**src/cmd_pkg.sv**
```systemverilog
`default_nettype none

package cmd_pkg;

    //////////////////////////////////////////////////////////////////////
    // stream words and the command word

    localparam int WORD_W = 32;                   // width of one stream word
    localparam int CODE_W = 5;                    // command code in the low bits
    localparam int ARG_W  = WORD_W - CODE_W;      // rest of the command word

    typedef logic [WORD_W-1:0] word_t;

    // one command word, echoed whole or split for decoding
    typedef union packed {
        word_t raw;                               // whole word, for echo and inverse
        struct packed {
            logic [ARG_W-1:0]  arg;               // upper bits, passed through untouched
            logic [CODE_W-1:0] code;              // selects the engine
        } fields;
    } cmd_word_u;

    localparam logic [CODE_W-1:0] CC_LOOPBACK = 5'd1;  // echo the payload
    localparam logic [CODE_W-1:0] CC_RD_REG   = 5'd2;  // read one register
    localparam logic [CODE_W-1:0] CC_WR_REG   = 5'd3;  // write one register

    //////////////////////////////////////////////////////////////////////
    // register bank map

    localparam word_t NUM_REGS         = 32'd5;   // numbers at or above are illegal
    localparam word_t REG_FW_ID        = 32'd0;   // read only
    localparam word_t REG_NUM_BURSTS   = 32'd1;
    localparam word_t REG_WAVEFORM_GAP = 32'd2;
    localparam word_t REG_SCRATCH      = 32'd3;   // full width, no side effects
    localparam word_t REG_XADC_TEMP    = 32'd4;   // read only

    localparam word_t FW_ID_VALUE = 32'h0c0d_0102; // firmware id word

    localparam int BURSTS_W = 23;
    localparam int GAP_W    = 22;
    localparam int TEMP_W   = 16;

    //////////////////////////////////////////////////////////////////////
    // state encodings

    localparam int DSP_STATE_W = 3;
    localparam logic [DSP_STATE_W-1:0] D_IDLE  = 3'd0;  // waiting for a serial number
    localparam logic [DSP_STATE_W-1:0] D_CMD   = 3'd1;  // waiting for the command word
    localparam logic [DSP_STATE_W-1:0] D_RUN   = 3'd2;  // one cycle, fires the run pulse
    localparam logic [DSP_STATE_W-1:0] D_DRAIN = 3'd3;  // throw words away up to tlast
    localparam logic [DSP_STATE_W-1:0] D_WAIT  = 3'd4;  // an engine owns the streams

    // shared by both engines, each uses a subset
    localparam int ENG_STATE_W = 3;
    localparam logic [ENG_STATE_W-1:0] E_IDLE = 3'd0;
    localparam logic [ENG_STATE_W-1:0] E_RX   = 3'd1;   // take payload or register number
    localparam logic [ENG_STATE_W-1:0] E_DATA = 3'd2;   // take the write data
    localparam logic [ENG_STATE_W-1:0] E_READ = 3'd3;   // issue the register read
    localparam logic [ENG_STATE_W-1:0] E_CSN  = 3'd4;   // serial number on tx
    localparam logic [ENG_STATE_W-1:0] E_CMD  = 3'd5;   // command or inverse on tx
    localparam logic [ENG_STATE_W-1:0] E_WORD = 3'd6;   // echo or read data on tx

endpackage

`default_nettype wire

```
**src/cmd_dispatcher.sv**
```systemverilog
`timescale 1ns/1ps
`default_nettype none

module cmd_dispatcher
    import cmd_pkg::*;
(
    input  logic      clk,
    input  logic      reset,
    input  logic      rx_tvalid,
    input  logic      rx_tlast,
    input  word_t     rx_data,
    output logic      rx_tready,
    input  logic      busy_done,      // OR of the engine done pulses
    output word_t     serial_num,
    output cmd_word_u cmd_word,
    output logic      cmd_had_last,   // command word closed the frame
    output logic      run_loopback,
    output logic      run_reg_read,
    output logic      run_reg_write,
    output logic      cmd_idle
);

    logic [DSP_STATE_W-1:0] state;
    cmd_word_u              rx_cmd;         // incoming word seen as a command
    logic                   code_known;
    logic                   needs_payload;  // read and write carry at least one more word

    assign rx_cmd.raw    = rx_data;
    assign code_known    = rx_cmd.fields.code inside {CC_LOOPBACK, CC_RD_REG, CC_WR_REG};
    assign needs_payload = rx_cmd.fields.code != CC_LOOPBACK;

    // only ready while a word is offered, so the port rests low
    assign rx_tready = rx_tvalid && (state == D_IDLE || state == D_CMD || state == D_DRAIN);

    //////////////////////////////////////////////////////////////////////
    // header FSM

    always_ff @(posedge clk) begin
        if (reset) begin
            state        <= D_IDLE;
            cmd_had_last <= 1'b0;
        end else begin
            case (state)
                D_IDLE: begin
                    if (rx_tvalid && !rx_tlast) state <= D_CMD;  // a lone word is dropped
                end
                D_CMD: begin
                    if (rx_tvalid) begin
                        cmd_had_last <= rx_tlast;
                        if (code_known && !(rx_tlast && needs_payload)) begin
                            state <= D_RUN;
                        end else if (!rx_tlast) begin
                            state <= D_DRAIN;                    // unknown code, skip the rest
                        end else begin
                            state <= D_IDLE;                     // frame already over
                        end
                    end
                end
                D_RUN:   state <= D_WAIT;
                D_WAIT: begin
                    if (busy_done) state <= D_IDLE;
                end
                D_DRAIN: begin
                    if (rx_tvalid && rx_tlast) state <= D_IDLE;
                end
                default: state <= D_IDLE;
            endcase
        end
    end

    // header words, picked up as they are accepted
    always_ff @(posedge clk) begin
        if (state == D_IDLE && rx_tvalid) serial_num <= rx_data;
        if (state == D_CMD && rx_tvalid)  cmd_word   <= rx_cmd;
    end

    //////////////////////////////////////////////////////////////////////
    // engine start, one cycle after the command word

    assign run_loopback  = (state == D_RUN) && (cmd_word.fields.code == CC_LOOPBACK);
    assign run_reg_read  = (state == D_RUN) && (cmd_word.fields.code == CC_RD_REG);
    assign run_reg_write = (state == D_RUN) && (cmd_word.fields.code == CC_WR_REG);

    assign cmd_idle = state == D_IDLE;

endmodule

`default_nettype wire

```
**src/command_top.sv**
```systemverilog
`timescale 1ns/1ps
`default_nettype none

module command_top
    import cmd_pkg::*;
(
    input  logic                clk,
    input  logic                reset,
    input  word_t               rx_data,
    input  logic                rx_tvalid,
    input  logic                rx_tlast,
    output logic                rx_tready,
    output word_t               tx_data,
    output logic                tx_tvalid,
    output logic                tx_tlast,
    input  logic                tx_tready,
    input  logic [TEMP_W-1:0]   xadc_temp,
    output logic [BURSTS_W-1:0] num_bursts,
    output logic [GAP_W-1:0]    waveform_gap,
    output logic                cmd_idle
);

    word_t     serial_num;
    cmd_word_u cmd_word;
    word_t     rd_data;
    word_t     tx_word;   // one registered word toward tx
    logic      cmd_had_last, run_loopback, run_reg_read, run_reg_write, busy_done;
    logic      dsp_rx_tready, lb_rx_tready, ra_rx_tready;
    logic      lb_tx_tvalid, lb_tx_tlast, ra_tx_tvalid, ra_tx_tlast;
    logic      lb_send_csn, lb_send_cmd, ra_send_csn, ra_send_cmd;
    logic      send_csn, send_cmd, send_inv_cmd, send_rx_data, send_reg_data;
    logic      lb_done, ra_done, reg_num_le, rd_en, wr_en, illegal_reg_num;

    //////////////////////////////////////////////////////////////////////
    // strobe merges, only one owner is active at a time

    assign rx_tready = dsp_rx_tready || lb_rx_tready || ra_rx_tready;
    assign tx_tvalid = lb_tx_tvalid || ra_tx_tvalid;
    assign tx_tlast  = lb_tx_tlast || ra_tx_tlast;
    assign send_csn  = lb_send_csn || ra_send_csn;
    assign send_cmd  = lb_send_cmd || ra_send_cmd;
    assign busy_done = lb_done || ra_done;

    // tx word select
    always_ff @(posedge clk) begin
        if (send_csn)           tx_word <= serial_num;
        else if (send_cmd)      tx_word <= cmd_word.raw;
        else if (send_inv_cmd)  tx_word <= ~cmd_word.raw;   // failed command
        else if (send_rx_data)  tx_word <= rx_data;         // loopback echo
        else if (send_reg_data) tx_word <= rd_data;
    end
    assign tx_data = tx_word;

    cmd_dispatcher cmd_dispatcher_inst (
        .clk(clk), .reset(reset), .rx_tvalid(rx_tvalid), .rx_tlast(rx_tlast),
        .rx_data(rx_data), .rx_tready(dsp_rx_tready), .busy_done(busy_done),
        .serial_num(serial_num), .cmd_word(cmd_word), .cmd_had_last(cmd_had_last),
        .run_loopback(run_loopback), .run_reg_read(run_reg_read),
        .run_reg_write(run_reg_write), .cmd_idle(cmd_idle)
    );

    loopback_engine loopback_engine_inst (
        .clk(clk), .reset(reset), .run(run_loopback), .cmd_had_last(cmd_had_last),
        .rx_tvalid(rx_tvalid), .rx_tlast(rx_tlast), .rx_tready(lb_rx_tready),
        .tx_tvalid(lb_tx_tvalid), .tx_tlast(lb_tx_tlast), .tx_tready(tx_tready),
        .send_csn(lb_send_csn), .send_cmd(lb_send_cmd), .send_rx_data(send_rx_data),
        .done(lb_done)
    );

    reg_access_engine reg_access_engine_inst (
        .clk(clk), .reset(reset), .run_read(run_reg_read), .run_write(run_reg_write),
        .rx_tvalid(rx_tvalid), .rx_tlast(rx_tlast), .rx_tready(ra_rx_tready),
        .tx_tvalid(ra_tx_tvalid), .tx_tlast(ra_tx_tlast), .tx_tready(tx_tready),
        .illegal_reg_num(illegal_reg_num), .send_csn(ra_send_csn), .send_cmd(ra_send_cmd),
        .send_inv_cmd(send_inv_cmd), .send_reg_data(send_reg_data),
        .reg_num_le(reg_num_le), .rd_en(rd_en), .wr_en(wr_en), .done(ra_done)
    );

    register_bank register_bank_inst (
        .clk(clk), .reset(reset), .rx_data(rx_data), .reg_num_le(reg_num_le),
        .rd_en(rd_en), .wr_en(wr_en), .xadc_temp(xadc_temp), .rd_data(rd_data),
        .illegal_reg_num(illegal_reg_num), .num_bursts(num_bursts),
        .waveform_gap(waveform_gap)
    );

endmodule

`default_nettype wire

```
**src/loopback_engine.sv**
```systemverilog
`timescale 1ns/1ps
`default_nettype none

module loopback_engine
    import cmd_pkg::*;
(
    input  logic clk,
    input  logic reset,
    input  logic run,            // one-cycle start from the dispatcher
    input  logic cmd_had_last,   // empty payload, tlast goes on the command
    input  logic rx_tvalid,
    input  logic rx_tlast,
    output logic rx_tready,
    output logic tx_tvalid,
    output logic tx_tlast,
    input  logic tx_tready,
    output logic send_csn,
    output logic send_cmd,
    output logic send_rx_data,
    output logic done
);

    logic [ENG_STATE_W-1:0] state;
    logic                   echo_last;   // tlast of the word now being echoed

    assign rx_tready = state == E_RX;    // at most one echo in flight
    assign tx_tvalid = state inside {E_CSN, E_CMD, E_WORD};
    assign tx_tlast  = (state == E_CMD && cmd_had_last) || (state == E_WORD && echo_last);

    // word select strobes, tx_word loads on the same edge
    assign send_csn     = state == E_IDLE && run;
    assign send_cmd     = state == E_CSN && tx_tready;
    assign send_rx_data = state == E_RX && rx_tvalid;

    assign done = tx_tvalid && tx_tready && tx_tlast;  // last word of the response taken

    always_ff @(posedge clk) begin
        if (reset) begin
            state     <= E_IDLE;
            echo_last <= 1'b0;
        end else begin
            case (state)
                E_IDLE: begin
                    if (run) state <= E_CSN;
                end
                E_CSN: begin
                    if (tx_tready) state <= E_CMD;
                end
                E_CMD: begin
                    if (tx_tready) state <= cmd_had_last ? E_IDLE : E_RX;
                end
                E_RX: begin
                    if (rx_tvalid) begin
                        echo_last <= rx_tlast;
                        state     <= E_WORD;
                    end
                end
                E_WORD: begin
                    if (tx_tready) state <= echo_last ? E_IDLE : E_RX;
                end
                default: state <= E_IDLE;
            endcase
        end
    end

endmodule

`default_nettype wire

```
**src/reg_access_engine.sv**
```systemverilog
`timescale 1ns/1ps
`default_nettype none

module reg_access_engine
    import cmd_pkg::*;
(
    input  logic clk,
    input  logic reset,
    input  logic run_read,
    input  logic run_write,
    input  logic rx_tvalid,
    input  logic rx_tlast,
    output logic rx_tready,
    output logic tx_tvalid,
    output logic tx_tlast,
    input  logic tx_tready,
    input  logic illegal_reg_num,   // from the bank, valid after reg_num_le
    output logic send_csn,
    output logic send_cmd,
    output logic send_inv_cmd,
    output logic send_reg_data,
    output logic reg_num_le,
    output logic rd_en,
    output logic wr_en,
    output logic done
);

    logic [ENG_STATE_W-1:0] state;
    logic                   is_write;   // which command started us
    logic                   short_cmd;  // response ends after the command word

    //////////////////////////////////////////////////////////////////////
    // rx side and bank controls

    assign rx_tready  = state inside {E_RX, E_DATA};
    assign reg_num_le = state == E_RX && rx_tvalid;
    assign wr_en      = state == E_DATA && rx_tvalid && !illegal_reg_num;
    assign rd_en      = state == E_READ && !is_write && !illegal_reg_num;

    // serial number loads once the payload is in
    assign send_csn = (state == E_DATA && rx_tvalid) || state == E_READ;

    //////////////////////////////////////////////////////////////////////
    // tx side

    assign short_cmd = is_write || illegal_reg_num;
    assign tx_tvalid = state inside {E_CSN, E_CMD, E_WORD};
    assign tx_tlast  = (state == E_CMD && short_cmd) || state == E_WORD;

    assign send_cmd      = state == E_CSN && tx_tready && !illegal_reg_num;
    assign send_inv_cmd  = state == E_CSN && tx_tready && illegal_reg_num;
    assign send_reg_data = state == E_CMD && tx_tready && !short_cmd;

    assign done = tx_tvalid && tx_tready && tx_tlast;

    //////////////////////////////////////////////////////////////////////
    // command sequence

    always_ff @(posedge clk) begin
        if (reset) begin
            state    <= E_IDLE;
            is_write <= 1'b0;
        end else begin
            case (state)
                E_IDLE: begin
                    if (run_read || run_write) begin
                        is_write <= run_write;
                        state    <= E_RX;
                    end
                end
                E_RX: begin
                    // a write frame that stops at the number gets no data phase
                    if (rx_tvalid) state <= (is_write && !rx_tlast) ? E_DATA : E_READ;
                end
                E_DATA: begin
                    if (rx_tvalid) state <= E_CSN;
                end
                E_READ:  state <= E_CSN;             // illegal flag settled by now
                E_CSN: begin
                    if (tx_tready) state <= E_CMD;
                end
                E_CMD: begin
                    if (tx_tready) state <= short_cmd ? E_IDLE : E_WORD;
                end
                E_WORD: begin
                    if (tx_tready) state <= E_IDLE;
                end
                default: state <= E_IDLE;
            endcase
        end
    end

endmodule

`default_nettype wire

```
**src/register_bank.sv**
```systemverilog
`timescale 1ns/1ps
`default_nettype none

module register_bank
    import cmd_pkg::*;
(
    input  logic                clk,
    input  logic                reset,
    input  word_t               rx_data,          // register number or write data
    input  logic                reg_num_le,
    input  logic                rd_en,
    input  logic                wr_en,
    input  logic [TEMP_W-1:0]   xadc_temp,
    output word_t               rd_data,
    output logic                illegal_reg_num,
    output logic [BURSTS_W-1:0] num_bursts,
    output logic [GAP_W-1:0]    waveform_gap
);

    word_t reg_num;   // number of the register being accessed
    word_t scratch;
    word_t rd_mux;

    //////////////////////////////////////////////////////////////////////
    // register number

    always_ff @(posedge clk) begin
        if (reg_num_le) reg_num <= rx_data;
    end

    assign illegal_reg_num = reg_num >= NUM_REGS;

    //////////////////////////////////////////////////////////////////////
    // writable registers, narrow ones keep the low bits

    always_ff @(posedge clk) begin
        if (reset) begin
            num_bursts   <= '0;
            waveform_gap <= '0;
            scratch      <= '0;
        end else if (wr_en) begin
            case (reg_num)
                REG_NUM_BURSTS:   num_bursts   <= rx_data[BURSTS_W-1:0];
                REG_WAVEFORM_GAP: waveform_gap <= rx_data[GAP_W-1:0];
                REG_SCRATCH:      scratch      <= rx_data;
                default: ;                                 // id and temp are read only
            endcase
        end
    end

    //////////////////////////////////////////////////////////////////////
    // read side

    always_comb begin
        case (reg_num)
            REG_FW_ID:        rd_mux = FW_ID_VALUE;
            REG_NUM_BURSTS:   rd_mux = word_t'(num_bursts);    // zeros above
            REG_WAVEFORM_GAP: rd_mux = word_t'(waveform_gap);
            REG_SCRATCH:      rd_mux = scratch;
            REG_XADC_TEMP:    rd_mux = word_t'(xadc_temp);
            default:          rd_mux = '0;
        endcase
    end

    always_ff @(posedge clk) begin
        if (rd_en) rd_data <= rd_mux;   // ready the cycle after rd_en
    end

endmodule

`default_nettype wire

```
**config.mk**
```make
export PLATFORM = sky130hd
export DESIGN_NAME = command_top
export DESIGN_NICKNAME = d
export VERILOG_FILES = /design/src/cmd_pkg.sv /design/src/cmd_dispatcher.sv /design/src/command_top.sv /design/src/loopback_engine.sv /design/src/reg_access_engine.sv /design/src/register_bank.sv
export SDC_FILE = /design/constraint.sdc
export NUM_CORES = 1
export LEC_CHECK = 0
export ABC_AREA = 1
export BUFFER_PORTS_ARGS = -buffer_cell sky130_fd_sc_hd__buf_4
export CAP_MARGIN = 20
export CORE_UTILIZATION = 50
export CTS_CLUSTER_SIZE = 8
export DETAILED_ROUTE_END_ITERATION = 16
export GPL_TIMING_DRIVEN = 0
export PLACE_DENSITY_LB_ADDON = 0.05
export SLEW_MARGIN = 15
export SYNTH_ARGS = -nofsm -noshare
export SYNTH_HDL_FRONTEND = slang
export SYNTH_HIERARCHICAL = 1
export SYNTH_SLANG_ARGS = --single-unit
```
**constraint.sdc**
```tcl
create_clock -name clk -period 13 [get_ports clk]
set_input_delay 2.6 -clock clk [delete_from_list [all_inputs] [get_ports clk]]
set_output_delay 2.6 -clock clk [all_outputs]
set_load 0.05 [all_outputs]
```
==> reports/metrics.yaml <==
tritoncts: "built"
place_hpwl_mm: 23.2
pre_cts_ws_ps: 6920
ys_warn_count: 6
criticalPathCategory: "reg2out"
grt_pass1_wl_mm: 49.7
crit_required_ps: 10400
track_usage_pct: 26.7
wl_per_cell_um: 16.4
cts_resized: 0
io_pins: 134
final_layout_size_suffix_gt1_share_pct: 19.0
placementRows: 56
root_buffer: "clkbuf_16"
clock_skew_ps: 17.1
gp_congestion: 0.903
status: "complete, no violations"
post_cts_buffers: 0
htreeDepth: 2
coreArea_mm2: 0.0234
max_slew_margin_pct: 44.7
seq_power_share_pct: 39.4
p_leak_nw: 6.35
peakVddDrop_mv: 0.107
cpMostUsedCell: "nor2_1"
final_common_cell: "nand2_1"
p_sw_uw: 915
clock_path_buffers: 3
grt_pass1_vias: 9125
yosysSeqAreaShare_pct: 55.5
path_clk_slew_ps: 50
die_w_um: 156
crit_path_top_delay_cell: "nor2_2"
drc: 0
setup_viol: 0
post-route-period-util_pct: 46.8
syn_area_mm2: 0.0119
vias_per_cell: 5.04
numPortBuffers: 133
n_antenna_cell: 0
hold_violations: 0
clock_latency_ps: 510
synthCells: 1431
drt-initial-drc-count: 762
dieArea_mm2: 0.0244
start_kind: "flop"
slowest_delay_ps: 370
syn_area_per_cell_um2: 8.30
tightest_slew_ps: 828
cts_sinks: 249
combPwrFrac_pct: 27.9
max_freq_ghz: 0.164
wirelength_mm: 32.1
end_kind: "output pin"
worst-path-max-fanout: 10
max_cap_violations: 0
area_growth_pct: 21.5
grt_max_degree: 35
initial_core_util_pct: 50.8
ys_types: 40
cts_hold_buf: 0
p_clk_share_pct: 32.7
synth_ff_type: "edfxtp_1"
path_cells: "nor2_1 > nand2_1 > nor2_1 > nand2_2 > nor2_2 > buf_2 > nand3_1 > nor2_1 > nor2_1 > o21ai_0 > inv_1 > or2_2 > buf_4"
hold_class: "reg2reg"
post-route-util_pct: 61.7
drv_slew: 0
internal_power_mw: 1.75
switching_share_pct: 34.3
nNetsFinal: 1662
overflow: 0
fin_crit_ps: 6090
fin_ws_ps: 6910
fill_cells: 2113
synth-seq-cells: 249
fp.dieH_um: 156
power_density_mw_per_mm2: 185
postRouteAntennaNets: 0
synthArstFlopShare_pct: 0
finalPower_mw: 2.67
most-common-layout-cells: "nand2_1 (364), nor2_1 (234), nand3_1 (180), inv_1 (164), edfxtp_1 (160)"
cts_inserted_buffers: 37
rsz0062_at_grt: "no"
cp.arrival_ps: 3490
setup_tns_ps: 0
antenna_found_initial: 0
dr_total_vias: 9842
synth-edff-count: 160
dr.pass1.iters: 5
syn_nets: 1484
-- final timing paths --
check / cells past startpoint / startpoint / slack [ps] / endpoint
max: 13 / register_bank_inst/reg_num[31] / 6910 / tx_tlast
min: 2 / register_bank_inst/scratch[24] / 480 / register_bank_inst/scratch[24]
max reg2reg: 14 / register_bank_inst/reg_num[31] / 9020 / register_bank_inst/waveform_gap[17]
min reg2reg: 2 / register_bank_inst/scratch[24] / 480 / register_bank_inst/scratch[24]
-- routing by layer --
metal | GRT usage [%] | vias to the layer above | routed length [µm]
li1 | - | 4942 | -
met1 | 38.1 | 4467 | 14600
met2 | 42.4 | 394 | 14600
met3 | 3.97 | 39 | 2340
met4 | 7.56 | 0 | 532
met5 | 0 | - | 0
-- sequential cells by signal, indices dropped and copies added (netlist names) --
name and cells:
cmd_dispatcher_inst/cmd_word 32, cmd_dispatcher_inst/serial_num 32, register_bank_inst/rd_data 32, register_bank_inst/reg_num 32, register_bank_inst/scratch 32, tx_data 32
register_bank_inst/num_bursts 23, register_bank_inst/waveform_gap 22, cmd_dispatcher_inst/state 3, loopback_engine_inst/state 3, reg_access_engine_inst/state 3, cmd_dispatcher_inst/cmd_had_last 1
loopback_engine_inst/echo_last 1, reg_access_engine_inst/is_write 1
-- metrics by stage --
step,instances,hold WS [ps],instance area (µm²)
after detailed placement,1889,471,13400
after floorplan,1431,447,11900
after global routing,1954,499,14400
after CTS,1954,482,14400
after global placement,1883,462,13300
final,1954,480,14400
-- kinds of logic (layout without fill, tap and decap cells) --
group,count (synthesis),in the layout,synth area share [%]
simple gates,854,854,31.3
flops,249,249,55.5
compound gates,75,75,4.02
buf+inv,253,457,9.19
-- worst max-delay path, delay by kind of cell (launching register included) --
family / cells / cell delay (ps)
flops: 1 / 360
simple gates: 9 / 1810
buf+inv: 3 / 590
compound gates: 1 / 210
-- cell type report --
class	instances	area (µm²)	share of cell area [%]
sequential	249	6590	45.6
multi-input combinational	929	4220	29.3
timing repair buffer	139	1070	7.40
clock buffer	61	1020	7.04
inverter	183	691	4.78
buffer	70	400	2.77
tap	319	399	2.77
clock inverter	4	50.0	0.347
-- power groups by stage --
stage / sequential (mW) / clock (mW) / combinational, mW
final: 1.05 / 0.871 / 0.743
after CTS: 1.05 / 0.886 / 0.748
after global placement: 1.07 / 0 / 0.719
after detailed placement: 1.07 / 0 / 0.746
after floorplan: 1.23 / 0 / 0.353
after global routing: 1.06 / 0.919 / 0.807
-- synth_stat cells (3+ instances only) --
master,count,area (µm²)
buf_1,6,22.5
inv_2,17,63.8
nand4_1,19,119
nor3_1,7,35.0
a21oi_2,23,201
buf_6,9,101
nor2_2,10,62.6
buf_4,10,75.1
buf_2,26,130
nand3_1,180,901
clkbuf_1,19,71.3
nor2_1,236,886
or2_2,3,18.8
dfxtp_1,89,1780
nor2_4,3,33.8
nand3_2,5,50.1
nor4_1,4,25.0
o21ai_0,4,20.0
nand2_1,365,1370
a21oi_1,44,220
inv_1,164,616
edfxtp_1,160,4800
nand2_2,7,43.8
nand2_4,4,45.0
No activity file was read; power rests on OpenSTA's default activity.
